## src/verilog/lane_pkg.sv

```systemverilog
`default_nettype none

package lane_pkg;

	////////////////////////////////////////
	// Widths
	localparam int DATA_WIDTH       = 32;
	localparam int INDEX_WIDTH      = 5;
	localparam int BANK_INDEX_WIDTH = 4;
	localparam int THREAD_WIDTH     = 4;
	localparam int IMM_WIDTH        = 16;
	localparam int SHAMT_WIDTH      = 5;

	typedef logic [DATA_WIDTH-1:0]       data_t;
	typedef logic [INDEX_WIDTH-1:0]      index_t;		// Bit 0 set selects odd bank
	typedef logic [BANK_INDEX_WIDTH-1:0] bank_index_t;
	typedef logic [THREAD_WIDTH-1:0]     thread_t;

	////////////////////////////////////////
	// Instruction encoding
	typedef enum logic [3:0] {
		OP_NOP,
		OP_ADD,
		OP_SUB,
		OP_AND,
		OP_OR,
		OP_XOR,
		OP_SLL,
		OP_SRL,
		OP_SLT,		// Signed compare
		OP_MUL		// Low word of product
	} opcode_t;

	typedef struct packed {
		logic [13:0] spare;
		logic        slice_src2;
		logic        slice_src1;
		logic        slice_dst;
		index_t      src2;
		index_t      src1;
		index_t      dst;
	} instr_rr_t;

	typedef struct packed {
		logic [3:0]           spare;
		logic                 slice_src1;
		logic                 slice_dst;
		logic [IMM_WIDTH-1:0] imm;		// Sign-extended on issue
		index_t               src1;
		index_t               dst;
	} instr_imm_t;

	typedef union packed {
		instr_rr_t  rr;
		instr_imm_t imm;
	} instr_u;

	typedef struct packed {
		opcode_t opcode;
		logic    imm_form;
		thread_t thread_id;
		instr_u  word;
	} command_t;

	////////////////////////////////////////
	// Pipeline payloads
	typedef struct packed {
		bank_index_t [1:0] odd_index;		// [0] port 1, [1] port 2
		bank_index_t [1:0] even_index;
		logic              src1_odd;
		logic              src2_odd;
		index_t            src1;
		index_t            src2;
	} rd_req_t;

	typedef struct packed {
		logic    valid;
		opcode_t opcode;
		logic    imm_form;
		data_t   imm;
		index_t  dst;
		logic    write_en;
	} issue_t;

	typedef struct packed {
		logic   valid;
		index_t index;
		data_t  data;
	} wb_t;

	typedef struct packed {
		logic zero;
		logic negative;
	} stat_t;

endpackage

`default_nettype wire

```

## src/verilog/lane_index_unit.sv

```systemverilog
`timescale 1ns/1ns
`default_nettype none

module lane_index_unit (
	input  logic               clock,
	input  logic               rst_n,
	input  logic               cmd_valid,
	input  lane_pkg::command_t cmd,
	output lane_pkg::issue_t   issue,
	output lane_pkg::rd_req_t  rd_req
);

	lane_pkg::instr_rr_t  rr;
	lane_pkg::instr_imm_t im;
	lane_pkg::index_t     dst_idx;
	lane_pkg::index_t     src1_idx;
	lane_pkg::index_t     src2_idx;
	lane_pkg::data_t      imm_ext;
	lane_pkg::rd_req_t    rd_req_d;

	function automatic lane_pkg::index_t slice_index(
		input lane_pkg::index_t  field,
		input logic              slice,
		input lane_pkg::thread_t tid
	);
		return slice ? field + lane_pkg::index_t'(tid) : field;		// Wraps past r31
	endfunction

	////////////////////////////////////////
	// Decode
	assign rr = cmd.word.rr;
	assign im = cmd.word.imm;

	assign imm_ext = {{(lane_pkg::DATA_WIDTH-lane_pkg::IMM_WIDTH){im.imm[lane_pkg::IMM_WIDTH-1]}},
		im.imm};

	always_comb begin
		if (cmd.imm_form) begin
			dst_idx  = slice_index(im.dst, im.slice_dst, cmd.thread_id);
			src1_idx = slice_index(im.src1, im.slice_src1, cmd.thread_id);
			src2_idx = '0;		// Immediate takes operand 2
		end else begin
			dst_idx  = slice_index(rr.dst, rr.slice_dst, cmd.thread_id);
			src1_idx = slice_index(rr.src1, rr.slice_src1, cmd.thread_id);
			src2_idx = slice_index(rr.src2, rr.slice_src2, cmd.thread_id);
		end
	end

	////////////////////////////////////////
	// Bank split
	always_comb begin
		rd_req_d.src1          = src1_idx;
		rd_req_d.src2          = src2_idx;
		rd_req_d.src1_odd      = src1_idx[0];
		rd_req_d.src2_odd      = src2_idx[0];
		rd_req_d.odd_index[0]  = src1_idx[0] ? src1_idx[lane_pkg::INDEX_WIDTH-1:1] : '0;
		rd_req_d.even_index[0] = src1_idx[0] ? '0 : src1_idx[lane_pkg::INDEX_WIDTH-1:1];
		rd_req_d.odd_index[1]  = src2_idx[0] ? src2_idx[lane_pkg::INDEX_WIDTH-1:1] : '0;
		rd_req_d.even_index[1] = src2_idx[0] ? '0 : src2_idx[lane_pkg::INDEX_WIDTH-1:1];
	end

	always_ff @(posedge clock or negedge rst_n) begin
		if (!rst_n) begin
			issue <= '0;
		end else begin
			issue.valid <= cmd_valid;
			if (cmd_valid) begin
				issue.opcode   <= cmd.opcode;
				issue.imm_form <= cmd.imm_form;
				issue.imm      <= imm_ext;
				issue.dst      <= dst_idx;
				issue.write_en <= (cmd.opcode != lane_pkg::OP_NOP);
			end
		end
	end

	always_ff @(posedge clock) begin
		if (cmd_valid) begin
			rd_req <= rd_req_d;		// Held between commands
		end
	end

endmodule

`default_nettype wire

```

## src/verilog/lane_math_unit.sv

```systemverilog
`timescale 1ns/1ns
`default_nettype none

module lane_math_unit (
	input  logic              clock,
	input  logic              rst_n,
	input  lane_pkg::issue_t  issue,
	input  lane_pkg::rd_req_t rd_req,
	input  lane_pkg::data_t   odd_data1,
	input  lane_pkg::data_t   odd_data2,
	input  lane_pkg::data_t   even_data1,
	input  lane_pkg::data_t   even_data2,
	output lane_pkg::wb_t     wb,
	output lane_pkg::stat_t   status
);

	lane_pkg::issue_t issue_q;
	logic             src1_odd_q;
	logic             src2_odd_q;
	lane_pkg::index_t src1_q;
	lane_pkg::index_t src2_q;

	lane_pkg::data_t  bank_op1;
	lane_pkg::data_t  bank_op2;
	lane_pkg::data_t  op1;
	lane_pkg::data_t  op2;
	lane_pkg::data_t  result;
	logic             fwd1;
	logic             fwd2;
	logic             wb_en;

	logic             wb_valid_q;
	lane_pkg::index_t wb_index_q;
	lane_pkg::data_t  wb_data_q;

	////////////////////////////////////////
	// Align with bank data
	always_ff @(posedge clock or negedge rst_n) begin
		if (!rst_n) begin
			issue_q <= '0;
		end else begin
			issue_q <= issue;
		end
	end

	always_ff @(posedge clock) begin
		src1_odd_q <= rd_req.src1_odd;
		src2_odd_q <= rd_req.src2_odd;
		src1_q     <= rd_req.src1;
		src2_q     <= rd_req.src2;
	end

	////////////////////////////////////////
	// Operand select and forwarding
	assign bank_op1 = src1_odd_q ? odd_data1 : even_data1;
	assign bank_op2 = src2_odd_q ? odd_data2 : even_data2;

	// Result still in the wb register has not reached the bank read
	assign fwd1 = wb_valid_q && (wb_index_q == src1_q);
	assign fwd2 = wb_valid_q && (wb_index_q == src2_q);

	assign op1 = fwd1 ? wb_data_q : bank_op1;

	always_comb begin
		if (issue_q.imm_form) begin
			op2 = issue_q.imm;
		end else if (fwd2) begin
			op2 = wb_data_q;
		end else begin
			op2 = bank_op2;
		end
	end

	////////////////////////////////////////
	// ALU
	always_comb begin
		case (issue_q.opcode)
			lane_pkg::OP_ADD: result = op1 + op2;
			lane_pkg::OP_SUB: result = op1 - op2;
			lane_pkg::OP_AND: result = op1 & op2;
			lane_pkg::OP_OR:  result = op1 | op2;
			lane_pkg::OP_XOR: result = op1 ^ op2;
			lane_pkg::OP_SLL: result = op1 << op2[lane_pkg::SHAMT_WIDTH-1:0];
			lane_pkg::OP_SRL: result = op1 >> op2[lane_pkg::SHAMT_WIDTH-1:0];
			lane_pkg::OP_SLT: result = lane_pkg::data_t'($signed(op1) < $signed(op2));
			lane_pkg::OP_MUL: result = op1 * op2;		// Truncated to data width
			default:          result = '0;
		endcase
	end

	assign wb_en = issue_q.valid && issue_q.write_en;

	////////////////////////////////////////
	// Writeback and status
	always_ff @(posedge clock or negedge rst_n) begin
		if (!rst_n) begin
			wb_valid_q <= 1'b0;
		end else begin
			wb_valid_q <= wb_en;
		end
	end

	always_ff @(posedge clock) begin
		if (wb_en) begin
			wb_index_q <= issue_q.dst;
			wb_data_q  <= result;
		end
	end

	always_ff @(posedge clock or negedge rst_n) begin
		if (!rst_n) begin
			status <= '0;
		end else if (wb_en) begin
			status.zero     <= (result == '0);
			status.negative <= result[lane_pkg::DATA_WIDTH-1];
		end
	end

	assign wb = '{valid: wb_valid_q, index: wb_index_q, data: wb_data_q};

endmodule

`default_nettype wire

```

## src/verilog/lane_reg_bank.sv

```systemverilog
`timescale 1ns/1ns
`default_nettype none

module lane_reg_bank (
	input  logic              clock,
	input  logic              rst_n,
	input  logic              odd_bank,
	input  lane_pkg::rd_req_t rd_req,
	input  lane_pkg::wb_t     wb,
	output lane_pkg::data_t   rd_data1,
	output lane_pkg::data_t   rd_data2
);

	localparam int DEPTH = 2 ** lane_pkg::BANK_INDEX_WIDTH;

	lane_pkg::data_t             mem [DEPTH];
	lane_pkg::bank_index_t [1:0] rd_index;
	lane_pkg::bank_index_t       wr_index;
	logic                        rd_en1;
	logic                        rd_en2;
	logic                        we;

	assign rd_index = odd_bank ? rd_req.odd_index : rd_req.even_index;
	assign rd_en1   = (rd_req.src1_odd == odd_bank);
	assign rd_en2   = (rd_req.src2_odd == odd_bank);

	assign we       = wb.valid && (wb.index[0] == odd_bank);		// Parity match
	assign wr_index = wb.index[lane_pkg::INDEX_WIDTH-1:1];

	////////////////////////////////////////
	// Storage
	always_ff @(posedge clock or negedge rst_n) begin
		if (!rst_n) begin
			for (int i = 0; i < DEPTH; i++) begin
				mem[i] <= '0;
			end
		end else if (we) begin
			mem[wr_index] <= wb.data;
		end
	end

	////////////////////////////////////////
	// Read ports with write-through
	always_ff @(posedge clock) begin
		if (rd_en1) begin
			if (we && (wr_index == rd_index[0])) begin
				rd_data1 <= wb.data;
			end else begin
				rd_data1 <= mem[rd_index[0]];
			end
		end
		if (rd_en2) begin
			if (we && (wr_index == rd_index[1])) begin
				rd_data2 <= wb.data;
			end else begin
				rd_data2 <= mem[rd_index[1]];
			end
		end
	end

endmodule

`default_nettype wire

```

## src/verilog/lane_unit.sv

```systemverilog
`timescale 1ns/1ns
`default_nettype none

module lane_unit (
	input  logic               clock,
	input  logic               rst_n,
	input  logic               cmd_valid,
	input  lane_pkg::command_t cmd,
	output lane_pkg::wb_t      wb,		// Valid doubles as commit
	output lane_pkg::stat_t    status
);

	lane_pkg::issue_t  issue;
	lane_pkg::rd_req_t rd_req;
	lane_pkg::data_t   odd_data1;
	lane_pkg::data_t   odd_data2;
	lane_pkg::data_t   even_data1;
	lane_pkg::data_t   even_data2;

	////////////////////////////////////////
	// Index stage
	lane_index_unit index0 (
		.clock(		clock		),
		.rst_n(		rst_n		),
		.cmd_valid(	cmd_valid	),
		.cmd(		cmd			),
		.issue(		issue		),
		.rd_req(	rd_req		)
	);

	////////////////////////////////////////
	// Register read stage
	lane_reg_bank bank_odd (
		.clock(		clock		),
		.rst_n(		rst_n		),
		.odd_bank(	1'b1		),
		.rd_req(	rd_req		),
		.wb(		wb			),
		.rd_data1(	odd_data1	),
		.rd_data2(	odd_data2	)
	);

	lane_reg_bank bank_even (
		.clock(		clock		),
		.rst_n(		rst_n		),
		.odd_bank(	1'b0		),
		.rd_req(	rd_req		),
		.wb(		wb			),
		.rd_data1(	even_data1	),
		.rd_data2(	even_data2	)
	);

	////////////////////////////////////////
	// Execute and writeback
	lane_math_unit math0 (
		.clock(		clock		),
		.rst_n(		rst_n		),
		.issue(		issue		),
		.rd_req(	rd_req		),
		.odd_data1(	odd_data1	),
		.odd_data2(	odd_data2	),
		.even_data1(even_data1	),
		.even_data2(even_data2	),
		.wb(		wb			),
		.status(	status		)
	);

endmodule

`default_nettype wire
```

## config.mk

```make
export PLATFORM = sky130hd
export DESIGN_NAME = lane_unit
export DESIGN_NICKNAME = d
export VERILOG_FILES = /design/src/verilog/lane_pkg.sv /design/src/verilog/lane_index_unit.sv /design/src/verilog/lane_math_unit.sv /design/src/verilog/lane_reg_bank.sv /design/src/verilog/lane_unit.sv
export SDC_FILE = /design/constraint.sdc
export NUM_CORES = 2
export LEC_CHECK = 0
export BUFFER_PORTS_ARGS = -buffer_cell sky130_fd_sc_hd__buf_2
export CAP_MARGIN = 5
export CORE_MARGIN = 2
export CORE_UTILIZATION = 25
export DETAILED_ROUTE_END_ITERATION = 7
export PLACE_DENSITY = 0.5
export SLEW_MARGIN = 5
export SYNTH_ARGS = -nofsm -noshare
export SYNTH_HDL_FRONTEND = slang
export SYNTH_SLANG_ARGS = --single-unit
```

## constraint.sdc

```tcl
create_clock -name clock -period 10.62 [get_ports clock]
set_clock_uncertainty 0.05 [all_clocks]
set_input_delay 1.593 -clock clock [delete_from_list [all_inputs] [get_ports clock]]
set_output_delay 1.593 -clock clock [all_outputs]
set_load 0.005 [all_outputs]
```

* Word-level counts from Yosys, hierarchy flattened
Cells that the tools add are included.
** Storage, ports and cells
- Bits in registers :: 1288
- Input port bits :: 44
- Output and inout port bits :: 40
- Logic and storage cells :: 150
** Operators by class
- Add/subtract/negate cells :: 5
- $mul :: 1
- Magnitude comparators :: 7
- Equal/unequal tests :: 15
- Shift-type cells :: 2
- Mux-type cells :: 34
- Bitwise logic cells :: 9
- Reduce and logical (&&, ||, !) cells :: 12
** Operators with widths (count)
- 512-bit bitwise mux :: 2
- 32-bit two-way mux :: 18
- 32-bit binary-select mux with 4-bit select :: 4
- 32-bit one-hot mux with 9 select lines :: 1
- 32-bit demux with 4-bit select :: 1
- 5-bit two-way mux :: 8
- 32-bit adder :: 1
- 32-bit bitwise AND :: 1
- 32-bit logical NOT :: 1
- 32-bit < comparator :: 1
- 32-bit by 32-bit multiplier with 32-bit output :: 1
- 32-bit OR :: 1
- 32-bit by 5-bit left shift with 32-bit output :: 1
- 32-bit by 5-bit >> shifter with 32-bit output :: 1
- 32-bit subtractor :: 1
- 32-bit bitwise XOR :: 1
- 5-bit >= comparator, second input constant :: 5
- 4-bit inverter with 5-bit output :: 5
- 4-bit by 3-bit equality test with 1-bit output, second input constant :: 4
- 4-bit equality test :: 4
- 5-bit by 4-bit adder with 5-bit output :: 3
- 5-bit equality test :: 2
- 1-bit logical AND :: 10
- 4-bit by 2-bit equality test with 1-bit output, second input constant :: 2
- 5 further kinds :: 6

* Longest topological paths before layout
- Depth after elaboration :: 7
- Mapped depth :: 42
- Depth with buffers taken out :: 35

* Cells and area by module
Synthesis repeated with hierarchy kept, for this count alone.
** Second synthesis, totals
- Cells, all modules :: 10892
- Area, all modules :: 100522.7 µm²
** By module, submodules not included
- lane_reg_bank :: instances 2, cells an instance 3679, area an instance 35041.1 µm², sequential area each 14734.1 µm²
- lane_math_unit :: instances 1, cells an instance 3311, area an instance 27651.5 µm², sequential area each 2527.4 µm²
- lane_index_unit :: instances 1, cells an instance 221, area an instance 2781.4 µm², sequential area each 1481.4 µm²
- lane_unit :: instances 1, cells an instance 2, area an instance 7.5 µm², sequential area each 0.0 µm²

* Worst setup path after synthesis
No wires, ideal clock.
- Path type :: register to register
- Start point :: reg math0.wb_index_q[1]
- End point :: reg math0.status[1] (netlist name)
- Setup time :: 0.104 ns
- Arrival time :: 9.915 ns
- Required time :: 10.466 ns
- Setup slack :: 0.552 ns
- Cell stages (with the launch flop) :: 38
- Buffers on the path :: 6
- Clock period less this slack :: 10.068 ns
- Path through :: edfxtp_1 > xor2_1 > or2b_2 > o41ai_2 > nor2_4 > inv_2 > buf_6 > buf_2 > clkbuf_1 > buf_1 > clkbuf_1 > buf_1 > nor2_1 > fa_1 > inv_1 > fa_1 > fa_1 > inv_1 > (+2 left out) > ha_1 > inv_1 > fa_1 > inv_1 > fa_1 > ha_1 > o21ai_0 > o311ai_0 > o21ai_0 > o311ai_0 > o2111ai_1 > or4_4 > or4_1 > nor4_1 > nand4b_1 > nor4b_2 > nand3_1 > o41ai_2
** Between the ends
- Longest elaborated chain between the ends :: 7
- Elaborated cells between the ends (all ways) :: 18
- Those cells by class :: add/sub (2); mul (1); order compare (1); eq/ne (2); shift (2); mux (4); bitwise (3); reduce/logical (3)
** Ends and longest elaborated chain
- start, declared :: RTL line lane_math_unit.sv:33 : lane_pkg::index_t wb_index_q;
- start signal, assigned :: RTL line lane_math_unit.sv:105 : wb_index_q <= issue_q.dst;
- 5-bit equality test :: RTL line lane_math_unit.sv:60 : assign fwd2 = wb_valid_q && (wb_index_q == src2_q);
- 1-bit logical AND :: RTL line lane_math_unit.sv:60
- 32-bit two-way mux :: RTL line lane_math_unit.sv:67 : end else if (fwd2) begin
- 32-bit two-way mux :: RTL line lane_math_unit.sv:65 : if (issue_q.imm_form) begin
- 32-bit by 32-bit multiplier with 32-bit output, or another cell as far along :: RTL line lane_math_unit.sv:86 : lane_pkg::OP_MUL: result = op1 * op2;
- 32-bit one-hot mux with 9 select lines * :: RTL line lane_math_unit.sv:77 : case (issue_q.opcode)
- named net math0.result[12] :: RTL line lane_math_unit.sv:27 : lane_pkg::data_t result;
- 32-bit logical NOT * :: RTL line lane_math_unit.sv:114 : status.zero <= (result == '0);
Mark *: on every way through the listed nets, which the timed path passes. The rest lies on a longest branch.
A chain may end at the register's enable or synchronous reset.

* Final worst setup path
- Start point :: reg math0.wb_index_q[2]
- End point :: reg math0.status[1] (netlist name)
** Between the ends
- Longest elaborated chain between the ends :: 7
- Elaborated cells between the ends (all ways) :: 18
- Those cells by class :: add/sub (2); mul (1); order compare (1); eq/ne (2); shift (2); mux (4); bitwise (3); reduce/logical (3)
** Ends and longest elaborated chain (RTL line)
- 5-bit equality test :: lane_math_unit.sv:60
- 1-bit logical AND :: lane_math_unit.sv:60
- 32-bit two-way mux :: lane_math_unit.sv:67
- 32-bit two-way mux :: lane_math_unit.sv:65
- 32-bit by 32-bit multiplier with 32-bit output, or another cell as far along :: lane_math_unit.sv:86
- 32-bit one-hot mux with 9 select lines * :: lane_math_unit.sv:77
- named net math0.result[14] :: lane_math_unit.sv:27
- 32-bit logical NOT * :: lane_math_unit.sv:114
Marked as above.

==> run_results.csv <==
group,metric,value,unit
route,drt_wl_total,320000,µm
logic_synthesis,syn_area_per_cell,12.8,µm²
logic_synthesis,postSynthNetCount,7621,
clock_tree,cts_hold_buf,0,
route,wl_per_cell,27.2,µm
logic_synthesis,netlist_instances,6932,
route,dr.first_iter.drc_count,5205,
floorplan,die_y,599,µm
worst_setup_path,cp_max_fo,8,
logic_synthesis,synth_top_area_cell,"dfrtp_1",
sta,hold_violations,0,
worst_setup_path,critPathKind,"flop to flop",
clock_tree,cts_tree,"done",
floorplan,die_w,599,µm
clock_tree,cts_made_buffers,143,
worst_setup_path,setup.worst_path.start_class,"flop",
clock_tree,htreeDepth,4,
floorplan,die_area,0.359,mm²
global_route,track_usage,17.7,%
sta,slew_viol_final,0,
placed_design,placed_cell_area,0.0955,mm²
worst_hold_path,hp-class,"flop to flop",
logic_synthesis,synth_area_leaders,"dfrtp_1 (31%), mux4_2 (16%), mux2_2 (16%), fa_1 (9.3%), edfxtp_1 (6.5%)",
route,vias,60300,
worst_hold_path,min_path_cells,0,
logic_synthesis,ys_async_sr_fraction,84.3,%
clock_tree,cts.path.max_buffers,3,
worst_hold_path,hold_start,"index0.issue[43]",
worst_setup_path,cpMaxStageDelayCell,"fa_1",
route,drc,0,
worst_setup_path,r2r_end,"math0.status[1]",
worst_setup_path,crit_top_cell,"buf_4",
global_route,globalRouteOverflowTotal,0,
sta,worstMarginPinSlew,1.28,ns
status,status,"complete, no violations",
sta,slew_headroom,14.8,%
sta,setup_viol_count_final,0,
logic_synthesis,ys_types,111,
floorplan,num_rows,218,
global_route,grt_pass1_vias,63500,
worst_setup_path,critical_path.startpoint,"math0.wb_index_q[2]",
logic_synthesis,yosys_warnings,0,
worst_setup_path,required,11.25,ns
floorplan,coreArea,0.353,mm²
worst_hold_path,min_to,"math0.issue_q[43]",
route,ant_nets,0,
worst_setup_path,r2r-start,"math0.wb_index_q[2]",
route,vias_per_cell,5.13,
job,drv_cap,0,
clock_tree,clkSlewWorstSetupHoldPaths,0.07,ns
logic_synthesis,yosysTopAreaCellShare,30.6,%
route,drtPass1Iterations,5,
sta,max_freq,98.8,MHz
placed_design,io_buffer_count,79,
logic_synthesis,ys_ff_latch,1284,
floorplan,ioPinCount,84,
global_route,antenna_found_initial,14,
global_route,grt_pass1_wl,464000,µm
clock_tree,insertion_delay,0.79,ns
cells_and_area,final_area,0.100,mm²
logic_synthesis,synth_edf_count,191,
worst_setup_path,arrival,10.76,ns
global_route,grt_max_degree,167,
sta,finalCritPeriodShare,95.3,%
logic_synthesis,seq_area_frac_synth,37.3,%
clock_tree,cts_root_buf,"clkbuf_16",
placed_design,post-dp-hpwl,218000,µm
floorplan,initial_core_util,25.1,%
logic_synthesis,synth_ff_type,"dfrtp_1",
cells_and_area,syn_to_final_growth,13.3,%
worst_setup_path,rrSetupSlack,0.50,ns
worst_setup_path,slowest_delay,0.57,ns
sta,period_needed,10.12,ns
placed_design,place.gp.congestion,0.949,
clock_tree,clock_sinks,1284,
worst_setup_path,r2r_cells,35,
worst_setup_path,crit_path_end_kind,"flop",
logic_synthesis,synth_area,0.0886,mm²
cells_and_area,fin_nets,7606,
cells_and_area,drive_gt1_share,37.6,%
## metrics by stage
| step | instances | hold slack, ns | utilization [%] | setup TNS, ns | setup WS (ns) |
|---|---|---|---|---|---|
| after global routing | 11800 | 0.305 | 28.4 | -0.0243 | -0.0243 |
| after CTS | 11800 | 0.298 | 28.4 | 0 | 0.0372 |
| after global placement | 11500 | 0.283 | 27.1 | 0 | 0.0314 |
| after detailed placement | 11500 | 0.285 | 27.1 | 0 | 0.127 |
| after floorplan | 6932 | 0.273 | - | 0 | 0.552 |
| final | 11800 | 0.297 | 28.4 | 0 | 0.496 |
## logic make-up (layout without fill, tap and decap cells)
family	after synthesis	in the layout	share of synthesized area (%)
adder cells (fa/ha/maj)	645	645	12.6
AND/OR/NAND/NOR	1163	1163	5.73
flip-flops	1284	1284	37.3
XOR/XNOR	124	124	1.27
AO/OA/AOI/OAI	662	662	5.27
other	0	3	0
buffers and inverters	1089	1187	4.77
multiplexers	1965	1965	33.0
## area by class of cell
class,count,area [µm²]
Fill cell,35900,252000
Multi-Input combinational cell,4559,51500
Sequential cell,1284,33000
Tap cell,4730,5920
Clock buffer,205,4170
Timing Repair Buffer,430,3270
Inverter,499,1880
Clock inverter,53,554
Antenna cell,3,7.51
## cell usage after synthesis, types with 12 or more instances
| library cell | instances |
|---|---|
| edfxtp_1 | 191 |
| inv_1 | 481 |
| or3_1 | 13 |
| o22ai_1 | 36 |
| a21o_1 | 27 |
| mux2_2 | 1234 |
| nand2b_1 | 23 |
| a221oi_1 | 55 |
| nand2_1 | 330 |
| o21ai_0 | 111 |
| a31oi_1 | 16 |
| mux4_2 | 640 |
| o221ai_1 | 15 |
| clkbuf_1 | 383 |
| ha_1 | 232 |
| nor2_1 | 551 |
| a221o_1 | 17 |
| dfrtp_1 | 1083 |
| a21oi_1 | 136 |
| and3_1 | 12 |
| a211oi_1 | 49 |
| nor2b_1 | 46 |
| o31ai_1 | 21 |
| o31a_1 | 13 |
| nand3_1 | 32 |
| xnor2_1 | 96 |
| buf_1 | 173 |
| xor2_1 | 24 |
| nand4_1 | 12 |
| fa_1 | 413 |
| a22oi_1 | 27 |
| buf_2 | 18 |
| mux2i_1 | 84 |
| a211o_1 | 15 |
| o211ai_1 | 20 |
| nor3_1 | 70 |
## sequential cells by signal, summed over array words and instances, names as in the netlist
name / cells
bank_even.mem: 512
bank_odd.mem: 512
bank_even.rd_data1: 32
bank_even.rd_data2: 32
bank_odd.rd_data1: 32
bank_odd.rd_data2: 32
math0.wb_data_q: 32
index0.issue: 28
math0.issue_q: 28
index0.rd_req: 26
math0.src1_q: 5
math0.src2_q: 5
math0.wb_index_q: 5
math0.status: 2
math0.wb_valid_q: 1
## how the worst max path moves through the flow
stage | end
final | math0.status[1]
after global routing | math0.status[1]
after CTS | math0.status[1]
after detailed placement | math0.status[1]
after global placement | math0.status[1]
after floorplan | math0.status[1]
## placed cells by master (no fill, tap or decap), drive strengths merged, types with 10 or more instances in the layout
master / synthesis / layout
buf: 207 / 430
ha: 232 / 232
a22oi: 27 / 27
o21ai: 116 / 116
nand2: 334 / 334
nand4: 13 / 13
o41ai: 10 / 10
mux2i: 86 / 86
a21o: 27 / 27
a21oi: 136 / 136
and3: 12 / 12
mux2: 1239 / 1239
o31ai: 22 / 22
a221o: 17 / 17
o221ai: 15 / 15
o22ai: 36 / 36
nand2b: 23 / 23
a211oi: 50 / 50
xnor2: 99 / 99
clkinv: 7 / 43
and2: 10 / 10
a221oi: 56 / 56
mux4: 640 / 640
o21a: 11 / 11
nor3: 70 / 70
nor2b: 47 / 47
a31oi: 17 / 17
o31a: 13 / 13
nor2: 557 / 557
inv: 492 / 501
a211o: 15 / 15
nand3: 32 / 32
fa: 413 / 413
edfxtp: 191 / 191
or3: 13 / 13
clkbuf: 383 / 205
xor2: 24 / 24
dfrtp: 1083 / 1083
dfxtp: 10 / 10
o211ai: 21 / 21
## critical path: cells and delay by family, from the launching register on
kind                     cells  cell delay, ns
adder cells (fa/ha/maj)      9            3.80
AND/OR/NAND/NOR              8            2.24
buffers and inverters       10            1.72
AO/OA/AOI/OAI                6            1.19
XOR/XNOR                     2            0.52
flip-flops                   1            0.50
## metal layers
metal	track usage, %	up-vias	routed length (µm)
met3	2.47	565	17900
met5	0	-	0
met1	23.0	32600	133000
met2	29.7	2093	155000
li1	-	25100	-
met4	6.85	0	13500
## what timing repair did
item | 4_1_cts | 5_1_grt
gates resized for setup | 0 | 5
buffers inserted | 0 | 6
setup endpoints to repair | 0 | 2
Power is left out: the tool's default activity adds up to more than one toggle a clock period on the data nets, which glitch-free logic cannot reach.
